==> src/design/pcie_cpl_pkg.sv <==
// completion types for single-DW register reads only; status is always success with bcm 0
package pcie_cpl_pkg;

    // ======================================================================
    // completion constants
    // ======================================================================
    localparam logic [6:0] cpl_fmt_type  = 7'b1001010;   // cpld, 3dw header with data
    localparam logic [2:0] cpl_status_sc = 3'b000;       // successful completion

    typedef logic [4:0] reg_addr_t;                      // dw address, request addr[6:2]

    // request fields as they arrive from the core, before the address is added
    typedef struct packed {
        logic [2:0]  tc;                                 // traffic class
        logic        td;                                 // digest present
        logic        ep;                                 // poisoned
        logic [1:0]  attr;                               // ordering attributes
        logic [9:0]  len;                                // length in dw
        logic [15:0] rid;                                // requester id
        logic [7:0]  tag;                                // requester tag
        logic [7:0]  be;                                 // last be [7:4], first be [3:0]
    } cpl_rx_t;                                          // 49 bits

    typedef struct packed {
        logic [2:0]  tc;
        logic        td;
        logic        ep;
        logic [1:0]  attr;
        logic [9:0]  len;
        logic [15:0] rid;
        logic [7:0]  tag;
        logic [7:0]  be;
        reg_addr_t   addr;                               // latched with the request
    } cpl_req_t;                                         // 54 bits

    // ======================================================================
    // completion header dws
    // ======================================================================
    typedef struct packed {
        logic        rsvd0;
        logic [6:0]  fmt_type;                           // cpl_fmt_type
        logic        rsvd1;
        logic [2:0]  tc;
        logic [3:0]  rsvd2;
        logic        td;
        logic        ep;
        logic [1:0]  attr;
        logic [1:0]  rsvd3;
        logic [9:0]  len;
    } cpl_dw0_t;

    typedef struct packed {
        logic [15:0] cpl_id;                             // completer id
        logic [2:0]  status;                             // completion status
        logic        bcm;                                // byte count modified
        logic [11:0] byte_cnt;                           // remaining bytes
    } cpl_dw1_t;

    typedef struct packed {
        logic [15:0] rid;
        logic [7:0]  tag;
        logic        rsvd0;
        logic [6:0]  low_addr;                           // byte address of first byte
    } cpl_dw2_t;

    // ======================================================================
    // transmit beat, one 64 bit word seen two ways
    // ======================================================================
    typedef struct packed {
        cpl_dw1_t    dw1;                                // upper half
        cpl_dw0_t    dw0;                                // lower half
    } cpl_sop_t;

    typedef struct packed {
        logic [31:0] data;                               // payload dw, byte swapped
        cpl_dw2_t    dw2;
    } cpl_eop_t;

    typedef union packed {
        cpl_sop_t    sop;                                // first beat
        cpl_eop_t    eop;                                // last beat
    } cpl_beat_u;

    // output register group of the transmit port
    typedef struct packed {
        logic        dvld;
        logic        sop;
        logic        eop;
        logic [1:0]  mask;                               // per dw valid
        logic [63:0] data;
    } cpl_tx_t;

endpackage

==> src/design/cpl_hdr_build.sv <==
// single dw completions only; byte count and low address come from first be, last be is ignored
module cpl_hdr_build (
    input  logic                    PCIE_CLK,
    input  logic                    PCIE_RST,
    input  pcie_cpl_pkg::cpl_req_t  req,             // captured request
    input  logic [31:0]             payload,         // swapped read data
    input  logic [15:0]             completer_id,    // our own id
    output pcie_cpl_pkg::cpl_beat_u sop_beat,        // dw1 | dw0
    output pcie_cpl_pkg::cpl_beat_u eop_beat         // data | dw2
);

    logic [2:0]            bcnt_q;                   // 1 to 4 bytes
    logic [6:0]            ladr_q;                   // addr[6:0] of first enabled byte
    pcie_cpl_pkg::cpl_dw0_t dw0;
    pcie_cpl_pkg::cpl_dw1_t dw1;
    pcie_cpl_pkg::cpl_dw2_t dw2;

    // ======================================================================
    // byte count and low address decode
    // ======================================================================
    always_ff @(posedge PCIE_CLK or posedge PCIE_RST) begin
        if (PCIE_RST) begin
            bcnt_q <= 3'd0;
            ladr_q <= 7'd0;
        end else begin
            casez (req.be[3:0])                      // first match wins
                4'b1??1:                    bcnt_q <= 3'd4;
                4'b01?1, 4'b1?10:           bcnt_q <= 3'd3;
                4'b0011, 4'b0110, 4'b1100:  bcnt_q <= 3'd2;
                default:                    bcnt_q <= 3'd1;     // incl. zero length read
            endcase

            casez (req.be[3:0])                      // lowest enabled byte
                4'b??10: ladr_q <= {req.addr, 2'd1};
                4'b?100: ladr_q <= {req.addr, 2'd2};
                4'b1000: ladr_q <= {req.addr, 2'd3};
                default: ladr_q <= {req.addr, 2'd0}; // bit 0 set or 0000
            endcase
        end
    end

    // ======================================================================
    // header dws and beat words
    // ======================================================================
    always_comb begin
        dw0          = '0;                           // reserved bits stay zero
        dw0.fmt_type = pcie_cpl_pkg::cpl_fmt_type;
        dw0.tc       = req.tc;
        dw0.td       = req.td;
        dw0.ep       = req.ep;
        dw0.attr     = req.attr;
        dw0.len      = req.len;

        dw1.cpl_id   = completer_id;
        dw1.status   = pcie_cpl_pkg::cpl_status_sc;
        dw1.bcm      = 1'b0;
        dw1.byte_cnt = {9'd0, bcnt_q};

        dw2.rid      = req.rid;
        dw2.tag      = req.tag;
        dw2.rsvd0    = 1'b0;
        dw2.low_addr = ladr_q;

        sop_beat.sop.dw1  = dw1;                     // header beat
        sop_beat.sop.dw0  = dw0;
        eop_beat.eop.data = payload;                 // data beat
        eop_beat.eop.dw2  = dw2;
    end

endmodule

==> src/design/cpl_req_capture.sv <==
// one read in flight; reg_rd_req must lead reg_rd_ack by 2 cycles, payload holds x until first ack
module cpl_req_capture (
    input  logic                    PCIE_CLK,
    input  logic                    PCIE_RST,
    input  logic                    reg_rd_req,      // request strobe, one cycle
    input  logic                    reg_rd_ack,      // read data strobe, one cycle
    input  pcie_cpl_pkg::cpl_rx_t   rx_req,          // loose core fields, packed
    input  logic [63:0]             reg_op_addr,     // request byte address
    input  logic [31:0]             reg_rd_data,     // register file read data
    output pcie_cpl_pkg::cpl_req_t  req,             // held request fields
    output logic [31:0]             payload          // byte swapped read data
);

    pcie_cpl_pkg::cpl_req_t req_q;
    logic [31:0]            payload_q;

    // ======================================================================
    // request fields
    // ======================================================================
    always_ff @(posedge PCIE_CLK or posedge PCIE_RST) begin
        if (PCIE_RST) begin
            req_q <= '0;                                 // be and addr feed the decode
        end else if (reg_rd_req) begin
            req_q.tc   <= rx_req.tc;
            req_q.td   <= rx_req.td;
            req_q.ep   <= rx_req.ep;
            req_q.attr <= rx_req.attr;
            req_q.len  <= rx_req.len;
            req_q.rid  <= rx_req.rid;
            req_q.tag  <= rx_req.tag;
            req_q.be   <= rx_req.be;
            req_q.addr <= reg_op_addr[6:2];              // dw inside the window
        end
    end

    // ======================================================================
    // read data, little endian register to big endian tlp order
    // ======================================================================
    always_ff @(posedge PCIE_CLK) begin
        if (reg_rd_ack) begin
            payload_q <= {<<8{reg_rd_data}};             // byte 0 goes to [31:24]
        end
    end

    assign req     = req_q;
    assign payload = payload_q;

endmodule

==> src/design/cpl_tx_seq.sv <==
// ACK_SYNC_STAGES must be 2 or more; cpk_tx_ack must be a one cycle pulse, one completion at a time
module cpl_tx_seq #(
    parameter int ACK_SYNC_STAGES = 2                // delay on both acknowledges
) (
    input  logic                    PCIE_CLK,
    input  logic                    PCIE_RST,
    input  logic                    reg_rd_ack,      // read data arrived
    input  logic                    cpk_tx_ack,      // transmit grant pulse
    input  pcie_cpl_pkg::cpl_beat_u sop_beat,
    input  pcie_cpl_pkg::cpl_beat_u eop_beat,
    output logic                    cpk_tx_req,      // held until granted
    output logic [63:0]             cpk_tx_data,
    output logic [1:0]              cpk_tx_mask,
    output logic                    cpk_tx_dvld,
    output logic                    cpk_tx_sop,
    output logic                    cpk_tx_eop,
    output logic                    reg_rd_ok        // completion sent, one cycle
);

    localparam int last_stage = ACK_SYNC_STAGES - 1;

    logic [ACK_SYNC_STAGES-1:0] rd_ack_sr;           // read ack delay line
    logic [ACK_SYNC_STAGES-1:0] tx_ack_sr;           // grant delay line
    logic                       tx_req_q;
    logic                       rd_ok_q;
    pcie_cpl_pkg::cpl_tx_t      tx_d;
    pcie_cpl_pkg::cpl_tx_t      tx_q;

    // ======================================================================
    // acknowledge delay lines
    // ======================================================================
    always_ff @(posedge PCIE_CLK or posedge PCIE_RST) begin
        if (PCIE_RST) begin
            rd_ack_sr <= '0;
            tx_ack_sr <= '0;
        end else begin
            rd_ack_sr <= {rd_ack_sr[ACK_SYNC_STAGES-2:0], reg_rd_ack};
            tx_ack_sr <= {tx_ack_sr[ACK_SYNC_STAGES-2:0], cpk_tx_ack};
        end
    end

    // sticky request, set beats clear
    always_ff @(posedge PCIE_CLK or posedge PCIE_RST) begin
        if (PCIE_RST) begin
            tx_req_q <= 1'b0;
        end else if (rd_ack_sr[last_stage]) begin
            tx_req_q <= 1'b1;
        end else if (tx_ack_sr[last_stage]) begin
            tx_req_q <= 1'b0;                        // cleared with the eop beat
        end
    end

    // ======================================================================
    // output beats
    // ======================================================================
    always_comb begin
        tx_d = '0;                                   // idle bus is all zero
        if (tx_ack_sr[0]) begin
            tx_d.dvld = 1'b1;
            tx_d.sop  = 1'b1;
            tx_d.mask = 2'b11;
            tx_d.data = sop_beat;                    // dw1 | dw0
        end else if (tx_ack_sr[last_stage]) begin
            tx_d.dvld = 1'b1;
            tx_d.eop  = 1'b1;
            tx_d.mask = 2'b11;
            tx_d.data = eop_beat;                    // payload | dw2
        end
    end

    always_ff @(posedge PCIE_CLK or posedge PCIE_RST) begin
        if (PCIE_RST) begin
            tx_q    <= '0;
            rd_ok_q <= 1'b0;
        end else begin
            tx_q    <= tx_d;
            rd_ok_q <= tx_ack_sr[last_stage];        // lines up with eop
        end
    end

    assign cpk_tx_req  = tx_req_q;
    assign cpk_tx_data = tx_q.data;
    assign cpk_tx_mask = tx_q.mask;
    assign cpk_tx_dvld = tx_q.dvld;
    assign cpk_tx_sop  = tx_q.sop;
    assign cpk_tx_eop  = tx_q.eop;
    assign reg_rd_ok   = rd_ok_q;

endmodule

==> src/design/pcie_reg_ack.sv <==
// one single-dw read at a time; the next reg_rd_req must wait for reg_rd_ok, status is always success
module pcie_reg_ack #(
    parameter int ACK_SYNC_STAGES = 2                // 2 or more
) (
    input  logic        PCIE_CLK,
    input  logic        PCIE_RST,                    // async, active high
    // register side
    input  logic        reg_rd_req,
    input  logic        reg_rd_ack,
    input  logic [31:0] reg_rd_data,
    input  logic [63:0] reg_op_addr,
    output logic        reg_rd_ok,
    // request fields from the core
    input  logic [2:0]  rx_tc,
    input  logic        rx_td,
    input  logic        rx_ep,
    input  logic [1:0]  rx_attr,
    input  logic [9:0]  rx_len,
    input  logic [15:0] rx_rid,
    input  logic [7:0]  rx_rtag,
    input  logic [7:0]  rx_be,
    input  logic [15:0] completer_id,
    // completion transmit
    output logic        cpk_tx_req,
    input  logic        cpk_tx_ack,
    output logic [63:0] cpk_tx_data,
    output logic [1:0]  cpk_tx_mask,
    output logic        cpk_tx_dvld,
    output logic        cpk_tx_sop,
    output logic        cpk_tx_eop
);

    pcie_cpl_pkg::cpl_rx_t   rx_req;
    pcie_cpl_pkg::cpl_req_t  req;
    logic [31:0]             payload;
    pcie_cpl_pkg::cpl_beat_u sop_beat;
    pcie_cpl_pkg::cpl_beat_u eop_beat;

    // core fields packed in header order
    assign rx_req = '{tc: rx_tc, td: rx_td, ep: rx_ep, attr: rx_attr, len: rx_len,
                      rid: rx_rid, tag: rx_rtag, be: rx_be};

    // ======================================================================
    // capture -> header -> transmit
    // ======================================================================
    cpl_req_capture u_capture (
        .PCIE_CLK    (PCIE_CLK),
        .PCIE_RST    (PCIE_RST),
        .reg_rd_req  (reg_rd_req),
        .reg_rd_ack  (reg_rd_ack),
        .rx_req      (rx_req),
        .reg_op_addr (reg_op_addr),
        .reg_rd_data (reg_rd_data),
        .req         (req),
        .payload     (payload)
    );

    cpl_hdr_build u_hdr (
        .PCIE_CLK     (PCIE_CLK),
        .PCIE_RST     (PCIE_RST),
        .req          (req),
        .payload      (payload),
        .completer_id (completer_id),
        .sop_beat     (sop_beat),
        .eop_beat     (eop_beat)
    );

    cpl_tx_seq #(
        .ACK_SYNC_STAGES (ACK_SYNC_STAGES)
    ) u_tx (
        .PCIE_CLK    (PCIE_CLK),
        .PCIE_RST    (PCIE_RST),
        .reg_rd_ack  (reg_rd_ack),
        .cpk_tx_ack  (cpk_tx_ack),
        .sop_beat    (sop_beat),
        .eop_beat    (eop_beat),
        .cpk_tx_req  (cpk_tx_req),
        .cpk_tx_data (cpk_tx_data),
        .cpk_tx_mask (cpk_tx_mask),
        .cpk_tx_dvld (cpk_tx_dvld),
        .cpk_tx_sop  (cpk_tx_sop),
        .cpk_tx_eop  (cpk_tx_eop),
        .reg_rd_ok   (reg_rd_ok)
    );

endmodule

==> config.mk <==
export PLATFORM = sky130hd
export DESIGN_NAME = pcie_reg_ack
export DESIGN_NICKNAME = d
export VERILOG_FILES = /design/src/design/pcie_cpl_pkg.sv /design/src/design/cpl_hdr_build.sv /design/src/design/cpl_req_capture.sv /design/src/design/cpl_tx_seq.sv /design/src/design/pcie_reg_ack.sv
export SDC_FILE = /design/constraint.sdc
export NUM_CORES = 1
export LEC_CHECK = 0
export ABC_AREA = 1
export BUFFER_PORTS_ARGS = -buffer_cell sky130_fd_sc_hd__buf_2
export CORE_ASPECT_RATIO = 0.6
export CORE_UTILIZATION = 40
export CTS_CLUSTER_SIZE = 25
export DETAILED_ROUTE_END_ITERATION = 10
export GPL_TIMING_DRIVEN = 1
export PLACE_DENSITY = 0.71
export SYNTH_ARGS = -nofsm -noshare
export SYNTH_HDL_FRONTEND = slang
export SYNTH_SLANG_ARGS = --single-unit
==> constraint.sdc <==
create_clock -name PCIE_CLK -period 3.3 [get_ports PCIE_CLK]
set_input_delay 0.165 -clock PCIE_CLK [delete_from_list [all_inputs] [get_ports PCIE_CLK]]
set_output_delay 0.165 -clock PCIE_CLK [all_outputs]
set_load 0.005 [all_outputs]
### Word level (Yosys, flattened, before mapping)

Cells that the tools add are included.

| word-level totals | value |
|---|---|
| flip-flop bits (word level) | 167 |
| latch bits | 0 |
| bits in writable memories | 0 |
| ROM bits | 0 |
| bits of input ports | 166 |
| output and inout bits | 71 |
| word-level logic and storage cells | 43 |
| memories | 0 |

| operators by class | value |
|---|---|
| add/sub/neg operators | 0 |
| $mul | 0 |
| divide/modulo/power cells | 0 |
| order comparisons | 0 |
| eq/ne operators | 9 |
| shift operators | 0 |
| multiplexer cells | 10 |
| bitwise gates (word level) | 0 |
| reductions and logical operators | 3 |

Operators by type and width:

| operator | number |
|---|---|
| 67-bit 2-to-1 mux | 1 |
| 66-bit 2-to-1 mux | 1 |
| 3-bit case mux with 3 select lines | 1 |
| 4-bit equality test, second input constant | 2 |
| 3-bit equality test, second input constant | 2 |
| 1-bit 2-to-1 mux | 6 |
| 2-bit case mux with 3 select lines | 1 |
| 2-bit equality test, second input constant | 2 |
| 4-bit by 2-bit equality test with 1-bit output, second input constant | 1 |
| 4-bit by 3-bit equality test with 1-bit output, second input constant | 1 |
| 3-bit by 2-bit equality test with 1-bit output, second input constant | 1 |
| 3-bit OR reduction | 1 |
| 2-bit nonzero test | 1 |
| 2-bit OR reduction | 1 |

### Depth between registers and ports, before layout

| depth | value |
|---|---|
| word-level depth | 3 |
| depth in mapped cells | 7 |
| depth with buffers taken out | 6 |

### Cells and area by module

Synthesis repeated with hierarchy kept, for this count alone.

| unflattened totals | value |
|---|---|
| cell total of the unflattened synthesis | 708 |
| area, all modules | 7083.0 µm² |

Modules (own cells, without submodules):

| module | instances | cells each | area each (µm²) | sequential area each (µm²) |
|---|---|---|---|---|
| cpl_req_capture | 1 | 261 | 3037.9 | 2312.2 |
| cpl_tx_seq | 1 | 295 | 2808.9 | 1801.7 |
| cpl_hdr_build | 1 | 152 | 1236.2 | 250.2 |

### Worst setup path after synthesis

OpenSTA, ideal clock, no wires.

| path | value |
|---|---|
| path kind | flip-flop to flip-flop |
| from | register u_tx.tx_ack_sr[0] |
| to | register u_tx.tx_q (netlist bit u_tx.cpk_tx_data[34]) |
| library setup time | 66 ps |
| arrival | 923 ps |
| data required time | 3234 ps |
| setup slack | 2311 ps |
| stages on the path, launching flop included | 8 |
| buffers on the path | 2 |
| period minus slack after synthesis | 989 ps |
| path through | dfrtp_1 > buf_2 > inv_2 > nand2_4 > inv_4 > buf_6 > nand2_1 > nand2_1 |

RTL lines:

| element | RTL line | source |
|---|---|---|
| start, declared | cpl_tx_seq.sv:23 | `logic [ACK_SYNC_STAGES-1:0] tx_ack_sr;` |
| start signal, assigned | cpl_tx_seq.sv:38 | `tx_ack_sr <= {tx_ack_sr[ACK_SYNC_STAGES-2:0], cpk_tx_ack};` |
| end signal, assigned | cpl_tx_seq.sv:76 | `tx_q <= tx_d;` |
| end, declared | cpl_tx_seq.sv:27 | `pcie_cpl_pkg::cpl_tx_t tx_q;` |

==> results.txt <==
----------------------------------------------------
[Critical path]
  Cell type group with the largest total delay on the critical path ... flip-flops
  Classification of the worst setup path ... register to register
  Critical Path RT ... approximately 3.6 ns
  Nature of the critical path endpoint ... register
  Critical R2R Launch ... u_tx.tx_ack_sr[1]
  Chain of cells forming the critical path ... nand2_4 > inv_4 > nand2_1 > o21ai_0
  Data arrival time of the worst path ... 2.00 ns
  Count of cells along the worst register-to-register path ... 4
  Highest-delay cell along the critical path ... dfrtp_1
  Worst setup SP type ... register
  CP Max Fanout ... 27
  Delay contributed by the slowest stage of the critical path ... 0.74 ns
  Worst R2R Setup Slack ... between 1.5 and 2 ns
  Capture instance of the worst register-to-register path ... u_tx.cpk_tx_data[4]
  Buffers & Inverters on Critical Path ... 1

[Timing]
  Fmax ... 594 MHz
  Setup TNS ... 0 ns
  Fraction of the cycle the final worst path needs ... 51.0%
  Number of pins exceeding their max-slew limit in the final report ... 0
  RSZ-0062 raised after global routing ... false
  Remaining max-slew budget at the tightest pin ... 40.6%
  Crit path time final ... roughly 1.7 ns
  Setup violators final ... 0
  Slew at the pin with the worst max-slew slack ... 0.889 ns
  Hold violation total from the final report ... 0
  Worst-case clock skew ... 0.00690 ns

[Run status]
  Run status ... completed

[Global route]
  Number of global-route vias before repair ... 4471
  Maximum number of pins on one net before global-route repair ... 97
  Number of antenna violations at the first check in global routing ... 0
  Total routing usage reported by global routing ... 19.0%
  Global-route wire length before repair ... around 21000 um
  Global-route congestion overflow total ... 0

[Final layout]
  Area of the multi-input gates ... 1040 um^2
  Number of fillers in the final layout ... 1101
  Final Instance Area ... approximately 8200 um^2
  Synthesis-to-layout area growth ... 45.5%
  Share of layout cells above drive strength 1 ... 28.7%
  Net count reported at finish ... 910
  Diode insertion count for antenna repair ... 0
  Register cell area after layout ... ~4300 um^2

[Synthesis]
  Number of instances in the synthesized netlist ... 472
  Average instance area after synthesis ... 11.9 um^2
  Portion of the post-synthesis area used by sequential elements ... between 70 and 80%
  Dominant cell type by area after synthesis ... dfrtp_1
  Syn Nets ... 638
  Fraction of post-synthesis cell area in the top cell type by area ... between 50% and 60%
  Post-synth EDFFs ... 32
  Number of flip-flops and latches in the synthesized netlist ... approximately 160
  Count of unique library cells instantiated by Yosys ... 20
  Share of flip-flops with an asynchronous set or reset ... 80.5%
  Cell types with the highest counts after synthesis ... 132 x dfrtp_1, 130 x nand2_1, 55 x o21ai_0, 49 x inv_1, 32 x edfxtp_1
  Dominant synthesized flop cell ... dfrtp_1
  Cell types occupying the most area after synthesis ... dfrtp_1 59%, edfxtp_1 17%, nand2_1 8.7%
  Cell area after synthesis ... 5640 um^2
  Top-count cell post-synth ... dfrtp_1
  Count of synthesis-stage warnings from yosys ... 0

[Routing]
  Final WL ... 13000 um
  Detailed-route via count ... between 4000 and 5000
  Vias per cell ... 4.43
  Routed wire length per instance ... 13.7 um
  Number of design-rule violations left by the first detailed-router iteration ... 163
  DRC violation count after routing ... 0
  First drt pass iteration count ... 4
  Number of nets still failing antenna checks after routing ... 0

[Floorplan]
  Die width ... 155 um
  Effective utilization at floorplan ... approximately two fifths
  Cell row count ... 33
  Die Outline Area ... 14600 um^2
  Number of I/O pins ... 237
  Chip Height ... between 90 and 100 um
  Core Area ... 13700 um^2

[CTS]
  Clock net sink count ... 164
  Later-pin clock latency in the skew report ... 0.42 ns
  CTS H-tree lvls ... 4
  CTS tree ... yes
  Clock-pin transition on the worst setup and hold timing paths ... 0.06 ns
  Worst-case clock buffer depth ... 2
  Root Buffer ... clkbuf_16
  Clock buffer count from CTS ... 17

[Place]
  RD Place Congestion ... around 0.73
  Half-perimeter wire length of the detailed placement result ... approximately 7600 um
  Number of I/O port buffers ... 173
  Placed standard-cell area ... 6640 um^2

[Pwr]
  Leakage power ... between 0.004 and 0.005 uW
  Max rail drop VDD ... slightly above 0.0003 V
  Power Total ... 4570 uW
  Areal power density over the cells ... 557 nW/um^2

[Run]
  Max-cap violation count ... 0

[Worst hold path]
  Number of instances on the worst hold path ... 1
  Worst Hold Class ... input port to register
  Startpoint of the worst hold path ... reg_rd_ack
  Worst hold endpoint ... u_tx.rd_ack_sr[0]

----------------------------------------------------
[final cells by class]
class / count / share of cell area (%)
tap: 192 / 2.93
multi-input combinational: 234 / 12.7
sequential: 164 / 52.0
inverter: 51 / 2.41
timing repair buffer: 276 / 23.2
clock buffer: 19 / 5.40
clock inverter: 13 / 1.43
[power by group]
group	switching, uW	total, uW	internal, uW	leakage (uW)
Clock	834	1850	1010	0.000272
Sequential	52.4	2280	2230	0.00195
Combinational	222	442	220	0.00191
[layout by cell type (no fill, tap or decap)]
master         Yosys  routed
inv_6              0       3
a211oi_1           1       1
a21o_1             1       1
edfxtp_1          32      32
clkinvlp_4         0       3
o21ai_0           55      55
a21oi_1            1       1
buf_4              2       2
buf_2             13     173
mux2_2             4       4
clkinv_4           0       3
mux2_4             2       2
clkbuf_16          0      17
clkinv_2           0       1
inv_8              0       4
o22ai_1            9       9
nand3_1            1       1
nand2_4            1       1
dfrtp_1          132     132
inv_1             49      48
dlygate4sd3_1      0     100
nor2_1            29      29
clkbuf_8           0       1
inv_4              1       1
inv_2              1       1
nand2_1          130     130
clkbuf_1           4       1
buf_12             0       1
[flip-flops by register name, summed over array words and instances, names as in the netlist]
signal	cells
u_tx.cpk_tx_eop	1
u_hdr.ladr_q	7
u_capture.req	50
u_tx.cpk_tx_data	64
u_tx.reg_rd_ok	1
u_tx.tx_ack_sr	2
u_hdr.bcnt_q	3
u_tx.cpk_tx_mask	1
u_capture.payload	32
u_tx.rd_ack_sr	2
u_tx.cpk_tx_req	1
[per-stage QoR]
stage               hold WS (ns)  setup slack (ns)  cells  util [%]
floorplan                  0.196              1.50    472         -
global placement           0.275              1.64    817      48.5
detailed placement         0.276              1.59    817      48.5
CTS                        0.278              1.57    949      59.8
global route               0.319              1.47    949      59.8
finish                     0.288              1.62    949      59.8
[kinds of logic after synthesis]
kind of cell           after synthesis  share of synthesized area [%]
DFF                                164                           75.6
and+or+nand+nor                    161                           10.9
buffers and inverters               74                           5.93
AOI/OAI and AO/OA                   67                           6.24
muxes                                6                           1.33
[repair_timing]
item                      CTS  global route
hold endpoints to repair  135             0
resized for setup           0             0
hold buffers              100             0
buffers inserted            0             0
[worst max-delay path by stage]
stage / to / slack [ns] / startpoint / cells after the start
after floorplan: u_capture.req[0] / 1.50 / PCIE_RST / 1
after global placement: u_tx.cpk_tx_data[3] / 1.64 / u_tx.tx_ack_sr[1] / 4
after detailed placement: u_tx.cpk_tx_data[4] / 1.59 / u_tx.tx_ack_sr[1] / 4
after CTS: u_tx.cpk_tx_data[4] / 1.57 / u_tx.tx_ack_sr[1] / 4
after global routing: u_tx.cpk_tx_data[5] / 1.47 / u_tx.tx_ack_sr[1] / 4
final: u_tx.cpk_tx_data[4] / 1.62 / u_tx.tx_ack_sr[1] / 4
[layer usage]
layer  part of all wire (%)  up-vias  global-route usage (%)
li1                       -     2026                       -
met3                    5.3       25                    5.81
met2                     49      121                    32.2
met5                      0        -                       0
met4                    1.5        0                    6.70
met1                     44     2032                    23.3
(Power assumes the default switching activity.)
